==> config.mk <==
export PLATFORM = sky130hd
export DESIGN_NAME = csr_bank
export DESIGN_NICKNAME = d
export VERILOG_FILES = /design/src/csr_pkg.sv /design/src/csr_bank.sv /design/src/csr_counters.sv /design/src/csr_irq_ctrl.sv /design/src/csr_machine_regs.sv /design/src/csr_rw_datapath.sv
export VERILOG_INCLUDE_DIRS = /design/src /design/src/src
export SDC_FILE = /design/constraint.sdc
export NUM_CORES = 1
export LEC_CHECK = 0
export ABC_AREA = 1
export ABC_CLOCK_PERIOD_IN_PS = 2600
export BUFFER_PORTS_ARGS = -buffer_cell sky130_fd_sc_hd__buf_4
export CAP_MARGIN = 30
export CORE_MARGIN = 2
export CORE_UTILIZATION = 61
export CTS_BUF_LIST = sky130_fd_sc_hd__clkbuf_4 sky130_fd_sc_hd__clkbuf_8
export CTS_CLUSTER_SIZE = 40
export DETAILED_ROUTE_END_ITERATION = 16
export PLACE_DENSITY = 0.82
export SLEW_MARGIN = 10
export SYNTH_ARGS = -nofsm -noshare
export SYNTH_HDL_FRONTEND = slang
export SYNTH_SLANG_ARGS = --single-unit
==> constraint.sdc <==
create_clock -name clk -period 2.6 [get_ports clk]
set_clock_uncertainty 0.2 [all_clocks]
set_input_delay 0.26 -clock clk [delete_from_list [all_inputs] [get_ports clk]]
set_output_delay 0.26 -clock clk [all_outputs]
set_load 0.02 [all_outputs]
==> src/csr_cfg.svh <==
//////////////////////////////
// CSR addresses, write masks and reset values
// Interrupt bit positions and trap cause codes
//////////////////////////////
`ifndef CSR_CFG_SVH
`define CSR_CFG_SVH

// Machine trap setup and handling
`define CSR_ADDR_MSTATUS    12'h300
`define CSR_ADDR_MISA       12'h301
`define CSR_ADDR_MIE        12'h304
`define CSR_ADDR_MTVEC      12'h305
`define CSR_ADDR_MSCRATCH   12'h340
`define CSR_ADDR_MEPC       12'h341
`define CSR_ADDR_MCAUSE     12'h342
`define CSR_ADDR_MTVAL      12'h343
`define CSR_ADDR_MIP        12'h344

// Machine counters
`define CSR_ADDR_MCYCLE     12'hB00
`define CSR_ADDR_MINSTRET   12'hB02
`define CSR_ADDR_MCYCLEH    12'hB80
`define CSR_ADDR_MINSTRETH  12'hB82

// Identity registers, read as zero
`define CSR_ADDR_MVENDORID  12'hF11
`define CSR_ADDR_MARCHID    12'hF12
`define CSR_ADDR_MIMPID     12'hF13
`define CSR_ADDR_MHARTID    12'hF14
`define CSR_ADDR_MCONFIGPTR 12'hF15

`define CSR_MASK_MSTATUS    32'h007E19AA
`define CSR_MASK_MISA       32'h00301000
`define CSR_MASK_MIE        32'h00000888
`define CSR_MASK_MTVEC      32'hFFFFFFFC
`define CSR_MASK_MEPC       32'hFFFFFFFC
`define CSR_MASK_FULL       32'hFFFFFFFF

`define CSR_MISA_RESET      32'h40101100   // RV32 I, M, U

`define MSTATUS_MIE_BIT     3
`define MSTATUS_MPIE_BIT    7
`define MSTATUS_MPP_LSB     11

`define IRQ_BIT_MEI         11
`define IRQ_BIT_MSI         3
`define IRQ_BIT_MTI         7

`define CAUSE_M_EXT         5'd11
`define CAUSE_M_SW          5'd3
`define CAUSE_M_TIM         5'd7

`define EXC_ILLEGAL_INSTR   5'd2

`endif

==> src/csr_pkg.sv <==
//////////////////////////////
// CSR bank types: data words, enums
// and the structs passed between units
//////////////////////////////
package csr_pkg;

    typedef logic [31:0] csr_word_t;
    typedef logic [11:0] csr_addr_t;
    typedef logic [63:0] csr_dword_t;
    typedef logic [4:0]  exc_code_t;

    // Matches the low bits of funct3
    typedef enum logic [1:0] {
        CSR_OP_WRITE = 2'b01,
        CSR_OP_SET   = 2'b10,
        CSR_OP_CLEAR = 2'b11
    } csr_op_e;

    typedef enum logic [1:0] {
        PRIV_USER    = 2'b00,
        PRIV_MACHINE = 2'b11
    } priv_e;

    typedef struct packed {
        logic      rd;
        logic      wr;
        csr_op_e   op;
        csr_addr_t addr;
        csr_word_t data;
    } csr_access_t;

    typedef struct packed {
        logic      exception;
        exc_code_t exc_code;
        logic      mret;
        logic      int_ack;
        csr_word_t pc;
        csr_word_t instr;
        logic      jump;
        csr_word_t jump_target;
    } trap_req_t;

    // Gated write, already merged under the mask
    typedef struct packed {
        logic      en;
        csr_addr_t addr;
        csr_word_t data;
    } csr_write_t;

    typedef struct packed {
        csr_word_t misa;
        csr_word_t mstatus;
        csr_word_t mie;
        csr_word_t mtvec;
        csr_word_t mscratch;
        csr_word_t mepc;
        csr_word_t mcause;
        csr_word_t mtval;
    } mach_csr_t;

endpackage

==> src/csr_bank.sv <==
//////////////////////////////
// Machine-mode CSR bank, top level
//////////////////////////////
`include "csr_cfg.svh"

module csr_bank (
    input  logic                 clk,
    input  logic                 reset_n,
    input  csr_pkg::csr_access_t access_i,
    input  csr_pkg::trap_req_t   trap_i,
    input  logic                 killed_i,
    input  logic                 hold_i,
    input  csr_pkg::csr_word_t   irq_i,
    output csr_pkg::csr_word_t   rdata_o,
    output logic                 interrupt_pending_o,
    output csr_pkg::priv_e       priv_o,
    output csr_pkg::csr_word_t   mtvec_o,
    output csr_pkg::csr_word_t   mepc_o
);

    csr_pkg::csr_write_t  wr;
    csr_pkg::mach_csr_t   regs;
    csr_pkg::csr_dword_t  cycle;
    csr_pkg::csr_dword_t  instret;
    csr_pkg::csr_word_t   mip;
    csr_pkg::exc_code_t   irq_cause;

    csr_rw_datapath u_rw (
        .access_i  (access_i),
        .trap_i    (trap_i),
        .killed_i  (killed_i),
        .regs_i    (regs),
        .cycle_i   (cycle),
        .instret_i (instret),
        .mip_i     (mip),
        .wr_o      (wr),
        .rdata_o   (rdata_o)
    );

    csr_machine_regs u_regs (
        .clk         (clk),
        .reset_n     (reset_n),
        .wr_i        (wr),
        .trap_i      (trap_i),
        .irq_cause_i (irq_cause),
        .regs_o      (regs),
        .priv_o      (priv_o)
    );

    csr_counters u_cnt (
        .clk       (clk),
        .reset_n   (reset_n),
        .wr_i      (wr),
        .killed_i  (killed_i),
        .hold_i    (hold_i),
        .cycle_o   (cycle),
        .instret_o (instret)
    );

    csr_irq_ctrl u_irq (
        .clk                 (clk),
        .reset_n             (reset_n),
        .irq_i               (irq_i),
        .mie_i               (regs.mie),
        .mstatus_mie_i       (regs.mstatus[`MSTATUS_MIE_BIT]),
        .int_ack_i           (trap_i.int_ack),
        .mip_o               (mip),
        .irq_cause_o         (irq_cause),
        .interrupt_pending_o (interrupt_pending_o)
    );

    // Trap vector and return address straight from the registers
    assign mtvec_o = regs.mtvec;
    assign mepc_o  = regs.mepc;

endmodule

==> src/csr_counters.sv <==
//////////////////////////////
// 64-bit mcycle and minstret counters
//////////////////////////////
`include "csr_cfg.svh"

module csr_counters (
    input  logic                clk,
    input  logic                reset_n,
    input  csr_pkg::csr_write_t wr_i,
    input  logic                killed_i,
    input  logic                hold_i,
    output csr_pkg::csr_dword_t cycle_o,
    output csr_pkg::csr_dword_t instret_o
);

    // Increment, then let a CSR write replace one half
    function automatic csr_pkg::csr_dword_t count_next(
        input csr_pkg::csr_dword_t cur,
        input logic                inc,
        input csr_pkg::csr_write_t wr,
        input csr_pkg::csr_addr_t  lo_addr,
        input csr_pkg::csr_addr_t  hi_addr
    );
        csr_pkg::csr_dword_t nxt;
        nxt = inc ? cur + 64'd1 : cur;
        if (wr.en && wr.addr == lo_addr)
            nxt[31:0] = wr.data;
        if (wr.en && wr.addr == hi_addr)
            nxt[63:32] = wr.data;
        return nxt;
    endfunction

    always_ff @(posedge clk or negedge reset_n) begin
        if (!reset_n) begin
            cycle_o   <= '0;
            instret_o <= '0;
        end else begin
            cycle_o   <= count_next(cycle_o, 1'b1, wr_i, `CSR_ADDR_MCYCLE, `CSR_ADDR_MCYCLEH);
            instret_o <= count_next(instret_o, !(killed_i || hold_i), wr_i,
                                    `CSR_ADDR_MINSTRET, `CSR_ADDR_MINSTRETH);
        end
    end

endmodule

==> src/csr_irq_ctrl.sv <==
//////////////////////////////
// Interrupt sampling, pending flag
// and fixed-priority cause select
//////////////////////////////
`include "csr_cfg.svh"

module csr_irq_ctrl (
    input  logic               clk,
    input  logic               reset_n,
    input  csr_pkg::csr_word_t irq_i,
    input  csr_pkg::csr_word_t mie_i,
    input  logic               mstatus_mie_i,
    input  logic               int_ack_i,
    output csr_pkg::csr_word_t mip_o,
    output csr_pkg::exc_code_t irq_cause_o,
    output logic               interrupt_pending_o
);

    csr_pkg::csr_word_t irq_active;

    assign irq_active = mie_i & mip_o;

    always_ff @(posedge clk or negedge reset_n) begin
        if (!reset_n) begin
            mip_o               <= '0;
            irq_cause_o         <= '0;
            interrupt_pending_o <= 1'b0;
        end else begin
            mip_o <= irq_i;                     // One cycle of sampling
            if (mstatus_mie_i && (irq_active != '0) && !int_ack_i) begin
                interrupt_pending_o <= 1'b1;
                // External first, then software, then timer
                if (irq_active[`IRQ_BIT_MEI])
                    irq_cause_o <= `CAUSE_M_EXT;
                else if (irq_active[`IRQ_BIT_MSI])
                    irq_cause_o <= `CAUSE_M_SW;
                else if (irq_active[`IRQ_BIT_MTI])
                    irq_cause_o <= `CAUSE_M_TIM;
            end else begin
                interrupt_pending_o <= 1'b0;
            end
        end
    end

    a_pending_needs_mie: assert property (
        @(posedge clk) disable iff (!reset_n)
        interrupt_pending_o |-> $past(mstatus_mie_i)
    );

endmodule

==> src/csr_machine_regs.sv <==
//////////////////////////////
// Machine trap registers and privilege
// Trap entry, mret and CSR write updates
//////////////////////////////
`include "csr_cfg.svh"

module csr_machine_regs (
    input  logic                clk,
    input  logic                reset_n,
    input  csr_pkg::csr_write_t wr_i,
    input  csr_pkg::trap_req_t  trap_i,
    input  csr_pkg::exc_code_t  irq_cause_i,
    output csr_pkg::mach_csr_t  regs_o,
    output csr_pkg::priv_e      priv_o
);

    csr_pkg::csr_word_t misa;
    csr_pkg::csr_word_t mstatus;   // Only the masked bits ever get set
    csr_pkg::csr_word_t mie;
    csr_pkg::csr_word_t mtvec;
    csr_pkg::csr_word_t mscratch;
    csr_pkg::csr_word_t mepc;
    csr_pkg::csr_word_t mcause;
    csr_pkg::csr_word_t mtval;
    csr_pkg::priv_e     priv;

    //////////////////////////////
    // Register updates
    //////////////////////////////
    always_ff @(posedge clk or negedge reset_n) begin
        if (!reset_n) begin
            misa     <= `CSR_MISA_RESET;
            mstatus  <= '0;
            mie      <= '0;
            mtvec    <= '0;
            mscratch <= '0;
            mepc     <= '0;
            mcause   <= '0;
            mtval    <= '0;
            priv     <= csr_pkg::PRIV_MACHINE;
        end else begin
            if (trap_i.mret) begin
                mstatus[`MSTATUS_MIE_BIT] <= mstatus[`MSTATUS_MPIE_BIT];
                priv <= csr_pkg::priv_e'(mstatus[`MSTATUS_MPP_LSB +: 2]);
            end else if (trap_i.exception) begin
                mcause <= {1'b0, 26'b0, trap_i.exc_code};
                mepc   <= trap_i.pc;
                mtval  <= (trap_i.exc_code == `EXC_ILLEGAL_INSTR) ? trap_i.instr : trap_i.pc;
                mstatus[`MSTATUS_MPP_LSB +: 2] <= priv;
                mstatus[`MSTATUS_MPIE_BIT]     <= mstatus[`MSTATUS_MIE_BIT];
                mstatus[`MSTATUS_MIE_BIT]      <= 1'b0;
                priv   <= csr_pkg::PRIV_MACHINE;
            end else if (trap_i.int_ack) begin
                mcause <= {1'b1, 26'b0, irq_cause_i};
                // The current instruction retires, so resume after it
                mepc   <= trap_i.jump ? trap_i.jump_target : trap_i.pc + 32'd4;
                mstatus[`MSTATUS_MPP_LSB +: 2] <= priv;
                mstatus[`MSTATUS_MPIE_BIT]     <= mstatus[`MSTATUS_MIE_BIT];
                mstatus[`MSTATUS_MIE_BIT]      <= 1'b0;
                priv   <= csr_pkg::PRIV_MACHINE;
            end

            // Strobe is already low in any trap cycle
            if (wr_i.en) begin
                case (wr_i.addr)
                    `CSR_ADDR_MSTATUS:  mstatus  <= wr_i.data;
                    `CSR_ADDR_MISA:     misa     <= wr_i.data;
                    `CSR_ADDR_MIE:      mie      <= wr_i.data;
                    `CSR_ADDR_MTVEC:    mtvec    <= wr_i.data;
                    `CSR_ADDR_MSCRATCH: mscratch <= wr_i.data;
                    `CSR_ADDR_MEPC:     mepc     <= wr_i.data;
                    `CSR_ADDR_MCAUSE:   mcause   <= wr_i.data;
                    `CSR_ADDR_MTVAL:    mtval    <= wr_i.data;
                    default: ;                  // Counters live elsewhere
                endcase
            end
        end
    end

    assign regs_o.misa     = misa;
    assign regs_o.mstatus  = mstatus;
    assign regs_o.mie      = mie;
    assign regs_o.mtvec    = mtvec;
    assign regs_o.mscratch = mscratch;
    assign regs_o.mepc     = mepc;
    assign regs_o.mcause   = mcause;
    assign regs_o.mtval    = mtval;
    assign priv_o          = priv;

    // Trap entry always lands in machine mode
    a_exc_to_machine: assert property (
        @(posedge clk) disable iff (!reset_n)
        (trap_i.exception && !trap_i.mret) |=> (priv_o == csr_pkg::PRIV_MACHINE)
    );

endmodule

==> src/csr_rw_datapath.sv <==
//////////////////////////////
// CSR access datapath: write gating,
// masked modify and read multiplexer
//////////////////////////////
`include "csr_cfg.svh"

module csr_rw_datapath (
    input  csr_pkg::csr_access_t access_i,
    input  csr_pkg::trap_req_t   trap_i,
    input  logic                 killed_i,
    input  csr_pkg::mach_csr_t   regs_i,
    input  csr_pkg::csr_dword_t  cycle_i,
    input  csr_pkg::csr_dword_t  instret_i,
    input  csr_pkg::csr_word_t   mip_i,
    output csr_pkg::csr_write_t  wr_o,
    output csr_pkg::csr_word_t   rdata_o
);

    csr_pkg::csr_word_t cur_val;
    csr_pkg::csr_word_t wmask;
    csr_pkg::csr_word_t new_val;
    logic               trap_active;

    // Any trap in this cycle wins over the CSR write
    assign trap_active = trap_i.exception | trap_i.mret | trap_i.int_ack;

    //////////////////////////////
    // Current value and mask
    //////////////////////////////
    always_comb begin
        cur_val = '0;
        wmask   = '0;   // Unknown address, nothing writable
        case (access_i.addr)
            `CSR_ADDR_MSTATUS:   begin cur_val = regs_i.mstatus;    wmask = `CSR_MASK_MSTATUS; end
            `CSR_ADDR_MISA:      begin cur_val = regs_i.misa;       wmask = `CSR_MASK_MISA;    end
            `CSR_ADDR_MIE:       begin cur_val = regs_i.mie;        wmask = `CSR_MASK_MIE;     end
            `CSR_ADDR_MTVEC:     begin cur_val = regs_i.mtvec;      wmask = `CSR_MASK_MTVEC;   end
            `CSR_ADDR_MSCRATCH:  begin cur_val = regs_i.mscratch;   wmask = `CSR_MASK_FULL;    end
            `CSR_ADDR_MEPC:      begin cur_val = regs_i.mepc;       wmask = `CSR_MASK_MEPC;    end
            `CSR_ADDR_MCAUSE:    begin cur_val = regs_i.mcause;     wmask = `CSR_MASK_FULL;    end
            `CSR_ADDR_MTVAL:     begin cur_val = regs_i.mtval;      wmask = `CSR_MASK_FULL;    end
            `CSR_ADDR_MCYCLE:    begin cur_val = cycle_i[31:0];     wmask = `CSR_MASK_FULL;    end
            `CSR_ADDR_MCYCLEH:   begin cur_val = cycle_i[63:32];    wmask = `CSR_MASK_FULL;    end
            `CSR_ADDR_MINSTRET:  begin cur_val = instret_i[31:0];   wmask = `CSR_MASK_FULL;    end
            `CSR_ADDR_MINSTRETH: begin cur_val = instret_i[63:32];  wmask = `CSR_MASK_FULL;    end
            default: ;
        endcase
    end

    always_comb begin
        case (access_i.op)
            csr_pkg::CSR_OP_SET:   new_val = cur_val | (access_i.data & wmask);
            csr_pkg::CSR_OP_CLEAR: new_val = cur_val & ~(access_i.data & wmask);
            default:               new_val = (cur_val & ~wmask) | (access_i.data & wmask);
        endcase
    end

    assign wr_o.en   = access_i.wr & ~killed_i & ~trap_active;
    assign wr_o.addr = access_i.addr;
    assign wr_o.data = new_val;

    //////////////////////////////
    // Read multiplexer
    //////////////////////////////
    always_comb begin
        rdata_o = '0;
        if (access_i.rd && !killed_i) begin
            case (access_i.addr)
                `CSR_ADDR_MSTATUS:   rdata_o = regs_i.mstatus;
                `CSR_ADDR_MISA:      rdata_o = regs_i.misa;
                `CSR_ADDR_MIE:       rdata_o = regs_i.mie;
                `CSR_ADDR_MTVEC:     rdata_o = regs_i.mtvec;
                `CSR_ADDR_MSCRATCH:  rdata_o = regs_i.mscratch;
                `CSR_ADDR_MEPC:      rdata_o = regs_i.mepc;
                `CSR_ADDR_MCAUSE:    rdata_o = regs_i.mcause;
                `CSR_ADDR_MTVAL:     rdata_o = regs_i.mtval;
                `CSR_ADDR_MIP:       rdata_o = mip_i;
                `CSR_ADDR_MCYCLE:    rdata_o = cycle_i[31:0];
                `CSR_ADDR_MCYCLEH:   rdata_o = cycle_i[63:32];
                `CSR_ADDR_MINSTRET:  rdata_o = instret_i[31:0];
                `CSR_ADDR_MINSTRETH: rdata_o = instret_i[63:32];
                // Identity registers have no implementation id
                `CSR_ADDR_MVENDORID, `CSR_ADDR_MARCHID, `CSR_ADDR_MIMPID,
                `CSR_ADDR_MHARTID, `CSR_ADDR_MCONFIGPTR: rdata_o = '0;
                default:             rdata_o = '0;
            endcase
        end
    end

endmodule

==> results of run 1 <==
cell usage after synthesis (all sizes together) (2+ instances only):
master,count
a22o,3
dfrtp,416
o21ai,205
nand3,362
xnor2,19
nor3,71
nor4,9
inv,337
a21boi,26
nor3b,2
a21oi,188
a211oi,10
o31ai,2
dfstp,6
o221ai,7
clkinv,3
nand4,72
nor2,478
o211ai,18
a22oi,23
nand3b,8
a31oi,3
nand2,1316
xor2,68
a221oi,6
o22ai,12
clkbuf,170
buf,114
or2,40
ha,3
cells by family after synthesis:
| group | after synthesis |
|---|---|
| compound gates | 510 |
| xor+xnor | 87 |
| fa+ha+maj | 3 |
| buf+inv | 624 |
| flops | 422 |
| mux | 1 |
| simple gates | 2360 |
per-stage QoR:
step                      setup WS, ns  instance area (um2)  hold slack (ns)
after CTS                      -0.0808                36700          0.00216
after detailed placement        -0.341                32400           0.0129
after global placement          -0.366                32400          0.00816
after floorplan                  0.351                26800           -0.236
timing repair:
item / 4_1_cts
hold buffers: 209
endpoints found under the hold margin: 703
setup endpoints to repair: 32
pin swaps: 16
gates cloned: 1
gates resized for setup: 146
setup buffers: 16
metal layers:
layer | GRT usage | overflow
met2 | 0.895 | 7
met1 | 0.815 | 0
met4 | 0.699 | 10
met5 | 0.403 | 1
met3 | 0.700 | 0
==> impl_results.html, run 1 <==
<table>
<tr><th>Metric</th><th>Value</th></tr>
<tr><th colspan="2">Die</th></tr>
<tr><td>Initial core utilization</td><td>0.620</td></tr>
<tr><td>Num ports</td><td>~290</td></tr>
<tr><td>Row count</td><td>76</td></tr>
<tr><td>Die outline height</td><td>roughly 210 um</td></tr>
<tr><td>X dimension of the die</td><td>roughly 210 um</td></tr>
<tr><th colspan="2">Status</th></tr>
<tr><td>Outcome</td><td>stopped before the end</td></tr>
<tr><td>Last step reached</td><td>global routing (5_1_grt)</td></tr>
<tr><td>Error message</td><td>[ERROR GRT-0116] Global routing finished with congestion. Check the congestion regions in the DRC Viewer.</td></tr>
<tr><th colspan="2">Synthesis</th></tr>
<tr><td>Simple-Gate Fraction of Synth Area</td><td>0.370</td></tr>
<tr><td>Async S/R FF share, synth</td><td>1.00</td></tr>
<tr><td>Post-synth top area share</td><td>0.388</td></tr>
<tr><td>Mapped Avg Cell Area</td><td>roughly 6.7 um2</td></tr>
<tr><td>Combinational family with the most area after synthesis</td><td>simple AND/OR/NAND/NOR gates</td></tr>
<tr><td>Multiplexer area fraction after synthesis</td><td>0.000373</td></tr>
<tr><td>Number of different library cells in the post-synthesis netlist</td><td>58</td></tr>
<tr><td>Xor and xnor fraction of the mapped netlist area</td><td>0.0284</td></tr>
<tr><td>Flip-flop and latch count after synthesis</td><td>roughly 420</td></tr>
<tr><td>Largest cells by area after synthesis</td><td>dfrtp_1 (39%), nand2_1 (18%), nand3_1 (6.7%), nor2_1 (6.4%), inv_1 (4.5%)</td></tr>
<tr><td>Portion of the post-synthesis area used by sequential elements</td><td>0.394</td></tr>
<tr><td>Primary FF master, synth</td><td>dfrtp_1</td></tr>
<tr><td>Complex-gate fraction of the synthesized area</td><td>0.107</td></tr>
<tr><td>Dominant cell type by area after synthesis</td><td>dfrtp_1</td></tr>
<tr><td>EDFF count, synth</td><td>0</td></tr>
<tr><td>Cell Area, Synth</td><td>~27000 um2</td></tr>
<tr><td>Adder and majority cell fraction of the synthesized area</td><td>0.00140</td></tr>
<tr><td>Net count of the mapped netlist</td><td>between 4000 and 5000</td></tr>
<tr><td>Instance count of the mapped netlist</td><td>around 4000</td></tr>
<tr><td>Number of synthesis warnings</td><td>0</td></tr>
<tr><th colspan="2">Placement</th></tr>
<tr><td># placed instances</td><td>5033</td></tr>
<tr><td>Count of input and output buffers</td><td>between 200 and 300</td></tr>
<tr><td>HPWL Detailed</td><td>approximately 110000 um</td></tr>
<tr><td>Last weighted congestion value of the routability-driven placer</td><td>1.16</td></tr>
<tr><th colspan="2">Clock network</th></tr>
<tr><td># H-tree levels</td><td>3</td></tr>
<tr><td>TritonCTS Buffers</td><td>75</td></tr>
<tr><td>Clock root buffer</td><td>clkbuf_8</td></tr>
<tr><td>Count of clock tree sinks</td><td>between 400 and 500</td></tr>
<tr><td>Max Buffers Root-to-Sink</td><td>3</td></tr>
<tr><th colspan="2">GRT</th></tr>
<tr><td>Global route total overflow</td><td>18</td></tr>
<tr><td>Pin count of the biggest net entering global routing</td><td>between 70 and 80</td></tr>
<tr><td>First-pass GRT wire length</td><td>between 200000 and 300000 um</td></tr>
<tr><td>Total routing resource utilization after global routing</td><td>0.785</td></tr>
<tr><td>Via count of the first global-routing pass</td><td>roughly 40000</td></tr>
</table>
==> run 2, diff against run 1 <==
Settings changed: CORE_UTILIZATION 61 to 40, CTS_BUF_LIST sky130_fd_sc_hd__clkbuf_4 sky130_fd_sc_hd__clkbuf_8 to default, CTS_CLUSTER_SIZE 40 to default, PLACE_DENSITY 0.82 to default, PLACE_DENSITY_LB_ADDON from default to 0.15.
==> impl_results.html, run 2 <==
<table>
<tr><th>Metric</th><th>Value</th></tr>
<tr><th colspan="2">Status</th></tr>
<tr><td>Outcome</td><td>finished with violations</td></tr>
<tr><td>Failing checks</td><td>setup timing</td></tr>
<tr><th colspan="2">Cells and area</th></tr>
<tr><td>Leading cell type in the layout, fill and taps excluded</td><td>nand2_1</td></tr>
<tr><td>Most used cells in the layout excluding fill and tap cells</td><td>nand2_1 (1222), buf_4 (782), dfrtp_1 (403)</td></tr>
<tr><td>Fill count</td><td>6135</td></tr>
<tr><td>Fraction of final layout cells with drive strength greater than 1</td><td>0.290</td></tr>
<tr><td>Area of the multi-input gates</td><td>approximately 15000 um2</td></tr>
<tr><td>Utilization after layout</td><td>0.597</td></tr>
<tr><td>Registers with the most flip-flops</td><td>u_cnt.cycle_o (64), u_cnt.instret_o (64)</td></tr>
<tr><td>Nets</td><td>just over 5000</td></tr>
<tr><td>Storage cell area</td><td>between 10000 and 15000 um2</td></tr>
<tr><td>Area growth syn-to-layout</td><td>47.1%</td></tr>
<tr><td>Design Area, Final</td><td>between 30000 and 40000 um2</td></tr>
<tr><td>Final instance count without filler cells</td><td>between 5000 and 6000</td></tr>
<tr><th colspan="2">Clock network</th></tr>
<tr><td>Clock root buffer</td><td>clkbuf_16</td></tr>
<tr><td># H-tree levels</td><td>2 (-1)</td></tr>
<tr><td>Clock transition at the registers of the reported paths</td><td>~0.060 ns</td></tr>
<tr><td>Clock insertion delay at the later pin of the skew report</td><td>0.63 ns</td></tr>
<tr><td>Count of clock tree sinks</td><td>422 (unchanged)</td></tr>
<tr><td>Clock tree from TritonCTS</td><td>done</td></tr>
<tr><td>TritonCTS Buffers</td><td>51 (-32%)</td></tr>
<tr><td>Max Buffers Root-to-Sink</td><td>3 (unchanged)</td></tr>
<tr><th colspan="2">Synthesis</th></tr>
<tr><td>Simple-Gate Fraction of Synth Area</td><td>0.370 (unchanged)</td></tr>
<tr><td>EDFF count, synth</td><td>0 (unchanged)</td></tr>
<tr><td>Library cell with the highest instance count after synthesis</td><td>nand2_1</td></tr>
<tr><td>Cell Area, Synth</td><td>26800 um2 (unchanged)</td></tr>
<tr><td>Leading post-synthesis cells by instance count</td><td>nand2_1 (1306), nor2_1 (458), dfrtp_1 (416), nand3_1 (358), inv_1 (322)</td></tr>
<tr><td>Async S/R FF share, synth</td><td>1.00 (unchanged)</td></tr>
<tr><td>Number of different library cells in the post-synthesis netlist</td><td>58 (unchanged)</td></tr>
<tr><td>Primary FF master, synth</td><td>dfrtp_1</td></tr>
<tr><td>Complex-gate fraction of the synthesized area</td><td>0.107 (unchanged)</td></tr>
<tr><td>Post-synth top area share</td><td>0.388 (unchanged)</td></tr>
<tr><td>Combinational family with the most area after synthesis</td><td>simple AND/OR/NAND/NOR gates</td></tr>
<tr><td>Largest cells by area after synthesis</td><td>dfrtp_1 (39%), nand2_1 (18%), nand3_1 (6.7%), nor2_1 (6.4%), inv_1 (4.5%)</td></tr>
<tr><td>Net count of the mapped netlist</td><td>4199 (unchanged)</td></tr>
<tr><td>Flip-flop and latch count after synthesis</td><td>422 (unchanged)</td></tr>
<tr><td>Mapped Avg Cell Area</td><td>6.70 um2 (unchanged)</td></tr>
<tr><td>Multiplexer area fraction after synthesis</td><td>0.000373 (unchanged)</td></tr>
<tr><td>Number of synthesis warnings</td><td>0 (unchanged)</td></tr>
<tr><td>Instance count of the mapped netlist</td><td>4007 (unchanged)</td></tr>
<tr><td>Portion of the post-synthesis area used by sequential elements</td><td>0.394 (unchanged)</td></tr>
<tr><td>Xor and xnor fraction of the mapped netlist area</td><td>0.0284 (unchanged)</td></tr>
<tr><td>Dominant cell type by area after synthesis</td><td>dfrtp_1</td></tr>
<tr><td>Adder and majority cell fraction of the synthesized area</td><td>0.00140 (unchanged)</td></tr>
<tr><th colspan="2">Hold path</th></tr>
<tr><td>Hold EP</td><td>u_regs.mtval[22]</td></tr>
<tr><td>WHS Path Cells</td><td>5</td></tr>
<tr><td>Startpoint of the most critical hold path</td><td>trap_i[87]</td></tr>
<tr><td>Path type of the worst min-delay path</td><td>in -&gt; reg</td></tr>
<tr><th colspan="2">Timing</th></tr>
<tr><td>Slack of the critical path</td><td>-0.133 ns</td></tr>
<tr><td>Final number of setup-violating endpoints</td><td>35</td></tr>
<tr><td>Final TNS setup</td><td>-1.39 ns</td></tr>
<tr><td>Worst hold slack across all endpoints</td><td>0.0220 ns</td></tr>
<tr><td>Period minus WS final</td><td>roughly 2.7 ns</td></tr>
<tr><td>Max-slew headroom at the worst pin</td><td>0.483</td></tr>
<tr><td>Number of slew-limit violations in the final report</td><td>0</td></tr>
<tr><td>Slew of the pin with the lowest slew margin</td><td>0.775 ns</td></tr>
<tr><td>Final worst path period share</td><td>1.05</td></tr>
<tr><td>Peak clock frequency supported by timing</td><td>between 0.3 and 0.4 GHz</td></tr>
<tr><td>Total count of hold-check failures in the final report</td><td>0</td></tr>
<tr><td>Setup repair after global routing missed its margin</td><td>yes</td></tr>
<tr><th colspan="2">Die</th></tr>
<tr><td>Initial core utilization</td><td>0.406 (-0.214)</td></tr>
<tr><td>Full die area</td><td>between 60000 and 70000 um2</td></tr>
<tr><td>Row count</td><td>94 (+24%)</td></tr>
<tr><td>Core area</td><td>between 60000 and 70000 um2</td></tr>
<tr><td>Die outline height</td><td>263 um (+23%)</td></tr>
<tr><td>X dimension of the die</td><td>263 um (+23%)</td></tr>
<tr><td>Num ports</td><td>288 (unchanged)</td></tr>
<tr><th colspan="2">Routing</th></tr>
<tr><td>1st-pass router iterations</td><td>7</td></tr>
<tr><td>Met1 layer wirelength in the final routing</td><td>approximately 65000 um</td></tr>
<tr><td>Drt via density</td><td>roughly 5.8</td></tr>
<tr><td>Number of antenna-violating nets in the routed design</td><td>0</td></tr>
<tr><td>DR iter-0 viols</td><td>4858</td></tr>
<tr><td>Wire length on met2</td><td>around 65000 um</td></tr>
<tr><td>Top sig layer</td><td>met5</td></tr>
<tr><td>Routed wire length per instance</td><td>roughly 29 um</td></tr>
<tr><td>Vias post-DR</td><td>around 33000</td></tr>
<tr><td>DRC violations left</td><td>0</td></tr>
<tr><td>Wire length on met3</td><td>21900 um</td></tr>
<tr><td>Total wire length after detailed routing</td><td>~170000 um</td></tr>
<tr><th colspan="2">Setup path</th></tr>
<tr><td>Arrival time at the worst endpoint</td><td>about 2.3 ns</td></tr>
<tr><td>Type of element launching the critical path</td><td>primary input</td></tr>
<tr><td>Worst path top cell family by delay</td><td>buffers and inverters</td></tr>
<tr><td>WP data required</td><td>about 2.1 ns</td></tr>
<tr><td>Longest individual stage delay on the worst path</td><td>0.18 ns</td></tr>
<tr><td>Endpoint of the worst-slack reg-to-reg timing path</td><td>u_cnt.cycle_o[12]</td></tr>
<tr><td>Cell Chain, Critical Path</td><td>buf_6, inv_6, nand2_8, nor2_4, buf_12, nand2_8, buf_6, nor2_4, buf_12, buf_12, buf_4, nand2_2, nand2_2, nor2_1, nand3_1, a21oi_2, nor2_2, buf_6</td></tr>
<tr><td>Register-to-register setup slack</td><td>0.03 ns</td></tr>
<tr><td>Worst Reg-to-Reg Cells</td><td>18</td></tr>
<tr><td>Maximum fanout along the worst path</td><td>6</td></tr>
<tr><td>CP bufs+invs</td><td>8</td></tr>
<tr><td>Crit end category</td><td>output pin</td></tr>
<tr><td>Category of the critical setup timing path</td><td>in -&gt; out</td></tr>
<tr><td>Library cell contributing the largest single delay on the critical path</td><td>nor2_4</td></tr>
<tr><td>Startpoint of the worst register-to-register path</td><td>u_cnt.instret_o[12]</td></tr>
<tr><th colspan="2">Placement</th></tr>
<tr><td>Last weighted congestion value of the routability-driven placer</td><td>1.06 (-8.4%)</td></tr>
<tr><td># placed instances</td><td>5434 (+8.0%)</td></tr>
<tr><td>HPWL Detailed</td><td>129000 um (+23%)</td></tr>
<tr><td>Count of input and output buffers</td><td>287 (unchanged)</td></tr>
<tr><td>Placement-stage cell area</td><td>33900 um2 (+4.7%)</td></tr>
<tr><th colspan="2">GRT</th></tr>
<tr><td>Total routing resource utilization after global routing</td><td>0.464</td></tr>
<tr><td>Pin count of the biggest net entering global routing</td><td>roughly 60</td></tr>
<tr><td>Via count of the first global-routing pass</td><td>31400</td></tr>
<tr><td>Initial antenna violation count</td><td>5</td></tr>
<tr><td>First-pass GRT wire length</td><td>229000 um</td></tr>
<tr><td>Global route total overflow</td><td>0</td></tr>
<tr><th colspan="2">Power and ir drop</th></tr>
<tr><td>Power density over the cells</td><td>roughly 460 nW/um2</td></tr>
<tr><td>Worst supply voltage drop on vdd</td><td>approximately 550 uV</td></tr>
<tr><td>Total leakage power</td><td>about 20 nW</td></tr>
<tr><th colspan="2">Job</th></tr>
<tr><td>Number of max-cap violations</td><td>0</td></tr>
</table>
## run 2: metrics by stage
step	total power, mW	setup slack, ns
floorplan	8.22	0.351
global placement	9.64	-0.563
detailed placement	9.64	-0.555
CTS	17.9	-0.0385
global route	18.5	-0.168
finish	18.1	-0.133
## run 2: kinds of logic (layout without fill, tap and decap cells)
logic type,after synthesis,count (layout)
adder cells (fa/ha/maj),3,3
AO/OA/AOI/OAI,510,510
flip-flops,422,422
multiplexers,1,1
buffers and inverters,624,1503
other,0,4
XOR/XNOR,87,87
AND/OR/NAND/NOR,2360,2360
## run 2: metal layers
layer	GRT usage	vias up
met1	0.636	15800
met5	0	-
li1	-	14500
met3	0.133	533
met4	0.272	2
met2	0.648	2466
## run 2: cell type report
type	instances	area share
antenna	4	0.000254
clock buffer	63	0.0355
clock inverter	33	0.0118
inverter	340	0.0339
multi-input combinational	2961	0.375
sequential	422	0.268
tap	864	0.0274
timing repair buffer	1067	0.248
## run 2: timing repair
action	CTS	global route
setup endpoints to repair	36	102
cloned	2	0
pin swaps	70	83
endpoints found under the hold margin	394	0
gates resized for setup	236	245
hold buffers	132	0
setup buffers	73	28
## run 2: worst max-delay path by stage
stage | startpoint | endpoint | slack, ns | cells after the start
global placement | access_i[37] | rdata_o[17] | -0.56 | 15
global route | access_i[32] | rdata_o[12] | -0.17 | 18
CTS | access_i[42] | rdata_o[6] | -0.04 | 16
detailed placement | access_i[37] | rdata_o[17] | -0.55 | 15
finish | access_i[37] | rdata_o[12] | -0.13 | 18
floorplan | access_i[35] | rdata_o[0] | 0.35 | 10
## run 2: worst min-delay path, stage by stage
cell and delay, ns:
buf_4 0.16, nor2_1 0.13, o21ai_0 0.10, nand2_1 0.06, o21ai_1 0.06
## run 2: where the power goes
part           internal, mW  switching (mW)
Sequential             6.87           0.374
Clock                  4.76            3.29
Combinational          1.13            1.63
Total                  12.8            5.30
(Power assumes the default switching activity.)
==> run 3, diff against run 2 <==
Settings changed: ABC_CLOCK_PERIOD_IN_PS 2600 to 2850, MAX_ROUTING_LAYER from default to met4.
Clock period 2.6 ns to 2.85 ns, I/O delays scaled along.
==> impl_results.html, run 3 (synthesis gave the netlist of run 2 again) <==
<table>
<tr><th>Metric</th><th>Value</th></tr>
<tr><th colspan="2">Placement</th></tr>
<tr><td># placed instances</td><td>5282 (-2.8%)</td></tr>
<tr><td>Last weighted congestion value of the routability-driven placer</td><td>1.08 (+2.2%)</td></tr>
<tr><td>HPWL Detailed</td><td>127000 um (-1.6%)</td></tr>
<tr><td>Placement-stage cell area</td><td>32600 um2 (-3.8%)</td></tr>
<tr><td>Count of input and output buffers</td><td>287 (unchanged)</td></tr>
<tr><th colspan="2">Clock network</th></tr>
<tr><td>Clock root buffer</td><td>clkbuf_16</td></tr>
<tr><td>Clock tree from TritonCTS</td><td>done</td></tr>
<tr><td>Max Buffers Root-to-Sink</td><td>3 (unchanged)</td></tr>
<tr><td># H-tree levels</td><td>2 (unchanged)</td></tr>
<tr><td>TritonCTS Buffers</td><td>52 (+2.0%)</td></tr>
<tr><td>Clock transition at the registers of the reported paths</td><td>0.06 ns (about the same)</td></tr>
<tr><td>Clock insertion delay at the later pin of the skew report</td><td>0.62 ns (about the same)</td></tr>
<tr><td>Count of clock tree sinks</td><td>422 (unchanged)</td></tr>
<tr><th colspan="2">Die</th></tr>
<tr><td>Die outline height</td><td>263 um (unchanged)</td></tr>
<tr><td>Num ports</td><td>288 (unchanged)</td></tr>
<tr><td>Row count</td><td>94 (unchanged)</td></tr>
<tr><td>Initial core utilization</td><td>0.406 (unchanged)</td></tr>
<tr><td>Full die area</td><td>69200 um2 (unchanged)</td></tr>
<tr><td>Core area</td><td>66100 um2 (unchanged)</td></tr>
<tr><td>X dimension of the die</td><td>263 um (unchanged)</td></tr>
<tr><th colspan="2">Setup path</th></tr>
<tr><td>Crit end category</td><td>output pin</td></tr>
<tr><td>Type of element launching the critical path</td><td>primary input</td></tr>
<tr><td>Longest individual stage delay on the worst path</td><td>0.39 ns (+0.21 ns)</td></tr>
<tr><td>CP bufs+invs</td><td>7 (-1)</td></tr>
<tr><td>Maximum fanout along the worst path</td><td>7 (+1)</td></tr>
<tr><td>Arrival time at the worst endpoint</td><td>2.37 ns (+0.10 ns)</td></tr>
<tr><td>Worst path top cell family by delay</td><td>buffers and inverters</td></tr>
<tr><td>Category of the critical setup timing path</td><td>in -&gt; out</td></tr>
<tr><td>WP data required</td><td>2.37 ns (+0.23 ns)</td></tr>
<tr><td>Library cell contributing the largest single delay on the critical path</td><td>o211ai_1</td></tr>
<tr><td>Cell occurring most often along the worst timing path</td><td>buf_4</td></tr>
<tr><td>Cell Chain, Critical Path</td><td>buf_4, nand2_2, nor2_4, buf_6, nand3_1, nand2_1, inv_4, buf_4, nand4_4, o211ai_1, buf_4, nor2_1, buf_4, buf_4</td></tr>
<tr><th colspan="2">Status</th></tr>
<tr><td>Outcome</td><td>finished with violations</td></tr>
<tr><td>Failing checks</td><td>setup timing</td></tr>
<tr><th colspan="2">Cells and area</th></tr>
<tr><td>Registers with the most flip-flops</td><td>u_cnt.cycle_o (64), u_cnt.instret_o (64)</td></tr>
<tr><td>Area growth syn-to-layout</td><td>34.5%</td></tr>
<tr><td>Fraction of final layout cells with drive strength greater than 1</td><td>0.211 (-0.0795)</td></tr>
<tr><td>Leading cell type in the layout, fill and taps excluded</td><td>nand2_1</td></tr>
<tr><td>Nets</td><td>4791 (-4.8%)</td></tr>
<tr><td>Design Area, Final</td><td>36100 um2 (-8.5%)</td></tr>
<tr><td>Most used cells in the layout excluding fill and tap cells</td><td>nand2_1 (1296), buf_4 (636), nor2_1 (431)</td></tr>
<tr><td>Final instance count without filler cells</td><td>5511 (-4.2%)</td></tr>
<tr><th colspan="2">Timing</th></tr>
<tr><td>Setup repair after global routing missed its margin</td><td>yes</td></tr>
<tr><td>Peak clock frequency supported by timing</td><td>roughly 0.35 GHz</td></tr>
<tr><td>Final worst path period share</td><td>1.00</td></tr>
<tr><td>Slack of the critical path</td><td>-0.00320 ns (+0.130 ns)</td></tr>
<tr><td>Number of slew-limit violations in the final report</td><td>0 (unchanged)</td></tr>
<tr><td>Max-slew headroom at the worst pin</td><td>0.550 (+0.0669)</td></tr>
<tr><td>Period minus WS final</td><td>between 2 and 3 ns</td></tr>
<tr><td>Final TNS setup</td><td>-0.00320 ns (+1.39 ns)</td></tr>
<tr><td>Total count of hold-check failures in the final report</td><td>0 (unchanged)</td></tr>
<tr><td>Final number of setup-violating endpoints</td><td>1 (-97%)</td></tr>
<tr><td>Slew of the pin with the lowest slew margin</td><td>0.669 ns (-0.107 ns)</td></tr>
<tr><th colspan="2">Power and ir drop</th></tr>
<tr><td>Total leakage power</td><td>18.2 nW (-8.7%)</td></tr>
<tr><td>Power density over the cells</td><td>448 nW/um2 (-2.2%)</td></tr>
<tr><td>Worst supply voltage drop on vdd</td><td>406 uV (-26%)</td></tr>
<tr><th colspan="2">GRT</th></tr>
<tr><td>Pin count of the biggest net entering global routing</td><td>60 (-1.6%)</td></tr>
<tr><td>Via count of the first global-routing pass</td><td>29600 (-5.7%)</td></tr>
<tr><td>First-pass GRT wire length</td><td>219000 um (-4.3%)</td></tr>
<tr><td>Total routing resource utilization after global routing</td><td>0.458 (-0.00593)</td></tr>
<tr><td>Initial antenna violation count</td><td>7 (+2)</td></tr>
<tr><td>Global route total overflow</td><td>0 (unchanged)</td></tr>
<tr><th colspan="2">Routing</th></tr>
<tr><td>Number of antenna-violating nets in the routed design</td><td>0 (unchanged)</td></tr>
<tr><td>DRC violations left</td><td>0 (unchanged)</td></tr>
<tr><td>1st-pass router iterations</td><td>6 (-1)</td></tr>
<tr><td>Routed wire length per instance</td><td>28.8 um (+0.12%)</td></tr>
<tr><td>Total wire length after detailed routing</td><td>158000 um (-4.1%)</td></tr>
<tr><td>Vias post-DR</td><td>32000 (-3.9%)</td></tr>
<tr><td>DR iter-0 viols</td><td>4657 (-4.1%)</td></tr>
<tr><td>Drt via density</td><td>5.80 (+0.33%)</td></tr>
<tr><th colspan="2">Hold path</th></tr>
<tr><td>Path type of the worst min-delay path</td><td>in -&gt; async</td></tr>
<tr><th colspan="2">Job</th></tr>
<tr><td>Number of max-cap violations</td><td>0 (unchanged)</td></tr>
</table>
[run 3: changes by cell type in the layout (fill, tap and decap cells not counted), sizes merged, moves of 2 or more]
cell / change
inv: -2
diode: +3
dlymetal6s4s: +3
clkbuf: +13
dlygate4sd3: -27
buf: -223
clkinv: -6
clkinvlp: -2
[run 3: layout make-up]
cell class	instances	area, um2
fill	6536	30000
timing repair inverter	1	5.00
antenna	7	17.5
clock inverter	21	327
timing repair buffer	821	7360
tap	864	1080
inverter	340	1300
sequential	422	10600
clock buffer	74	1510
multi-input combinational	2961	13900
[run 3: worst paths after layout]
check | from | to | slack [ns] | cells after the start
setup / recovery | access_i[41] | rdata_o[2] | -0.003 | 14
hold / removal | reset_n | u_regs.mtval[18] | 0.02 | 2
setup reg to reg | u_irq.mip_o[23] | u_irq.irq_cause_o[2] | 0.12 | 9
hold reg to reg | u_regs.misa[8] | u_regs.misa[8] | 0.17 | 0
max in group asynchronous | reset_n | u_regs.mscratch[9] | 1.59 | 3
min in group clk | trap_i[88] | u_regs.mepc[23] | 0.02 | 5
[run 3: what timing repair did]
item,CTS,global route
resized for setup,13,84
pin swaps,0,21
hold buffers,104,0
gates cloned,0,3
setup buffers,2,18
setup endpoints to repair,22,44
hold endpoints to repair,516,0
[run 3: per-stage QoR]
| stage | utilization | total power, mW | hold slack (ns) | setup slack, ns |
|---|---|---|---|---|
| after floorplan | - | 7.50 | -0.211 | 0.551 |
| after global placement | 0.494 | 8.72 | 0.0796 | -0.195 |
| after detailed placement | 0.494 | 8.72 | 0.0805 | -0.153 |
| after CTS | 0.538 | 16.0 | 0.00682 | -0.0310 |
| after global routing | 0.546 | 16.5 | 0.0500 | -0.0844 |
| final | 0.546 | 16.2 | 0.0183 | -0.00320 |
[run 3: metal layers]
metal	track usage	vias to the layer above	part of all wire
met1	0.625	15200	0.41
met4	0.256	0	0.070
met2	0.620	2272	0.40
li1	-	14000	-
met3	0.107	456	0.13
met5	-	-	0
[run 3: worst reg2reg max path, cell delays in order (launching register included)]
cell,delay (ns)
dfrtp_1,0.42
nand2_1,0.37
nand4_1,0.42
nor4_1,0.49
buf_4,0.20
nand3_1,0.14
nand2_1,0.11
inv_1,0.06
nand2_1,0.13
o21ai_0,0.09
[run 3: where the power goes]
part	internal, mW	total [mW]	switching [mW]
logic	0.846	2.23	1.38
registers	6.27	6.64	0.376
clock network	4.39	7.29	2.89
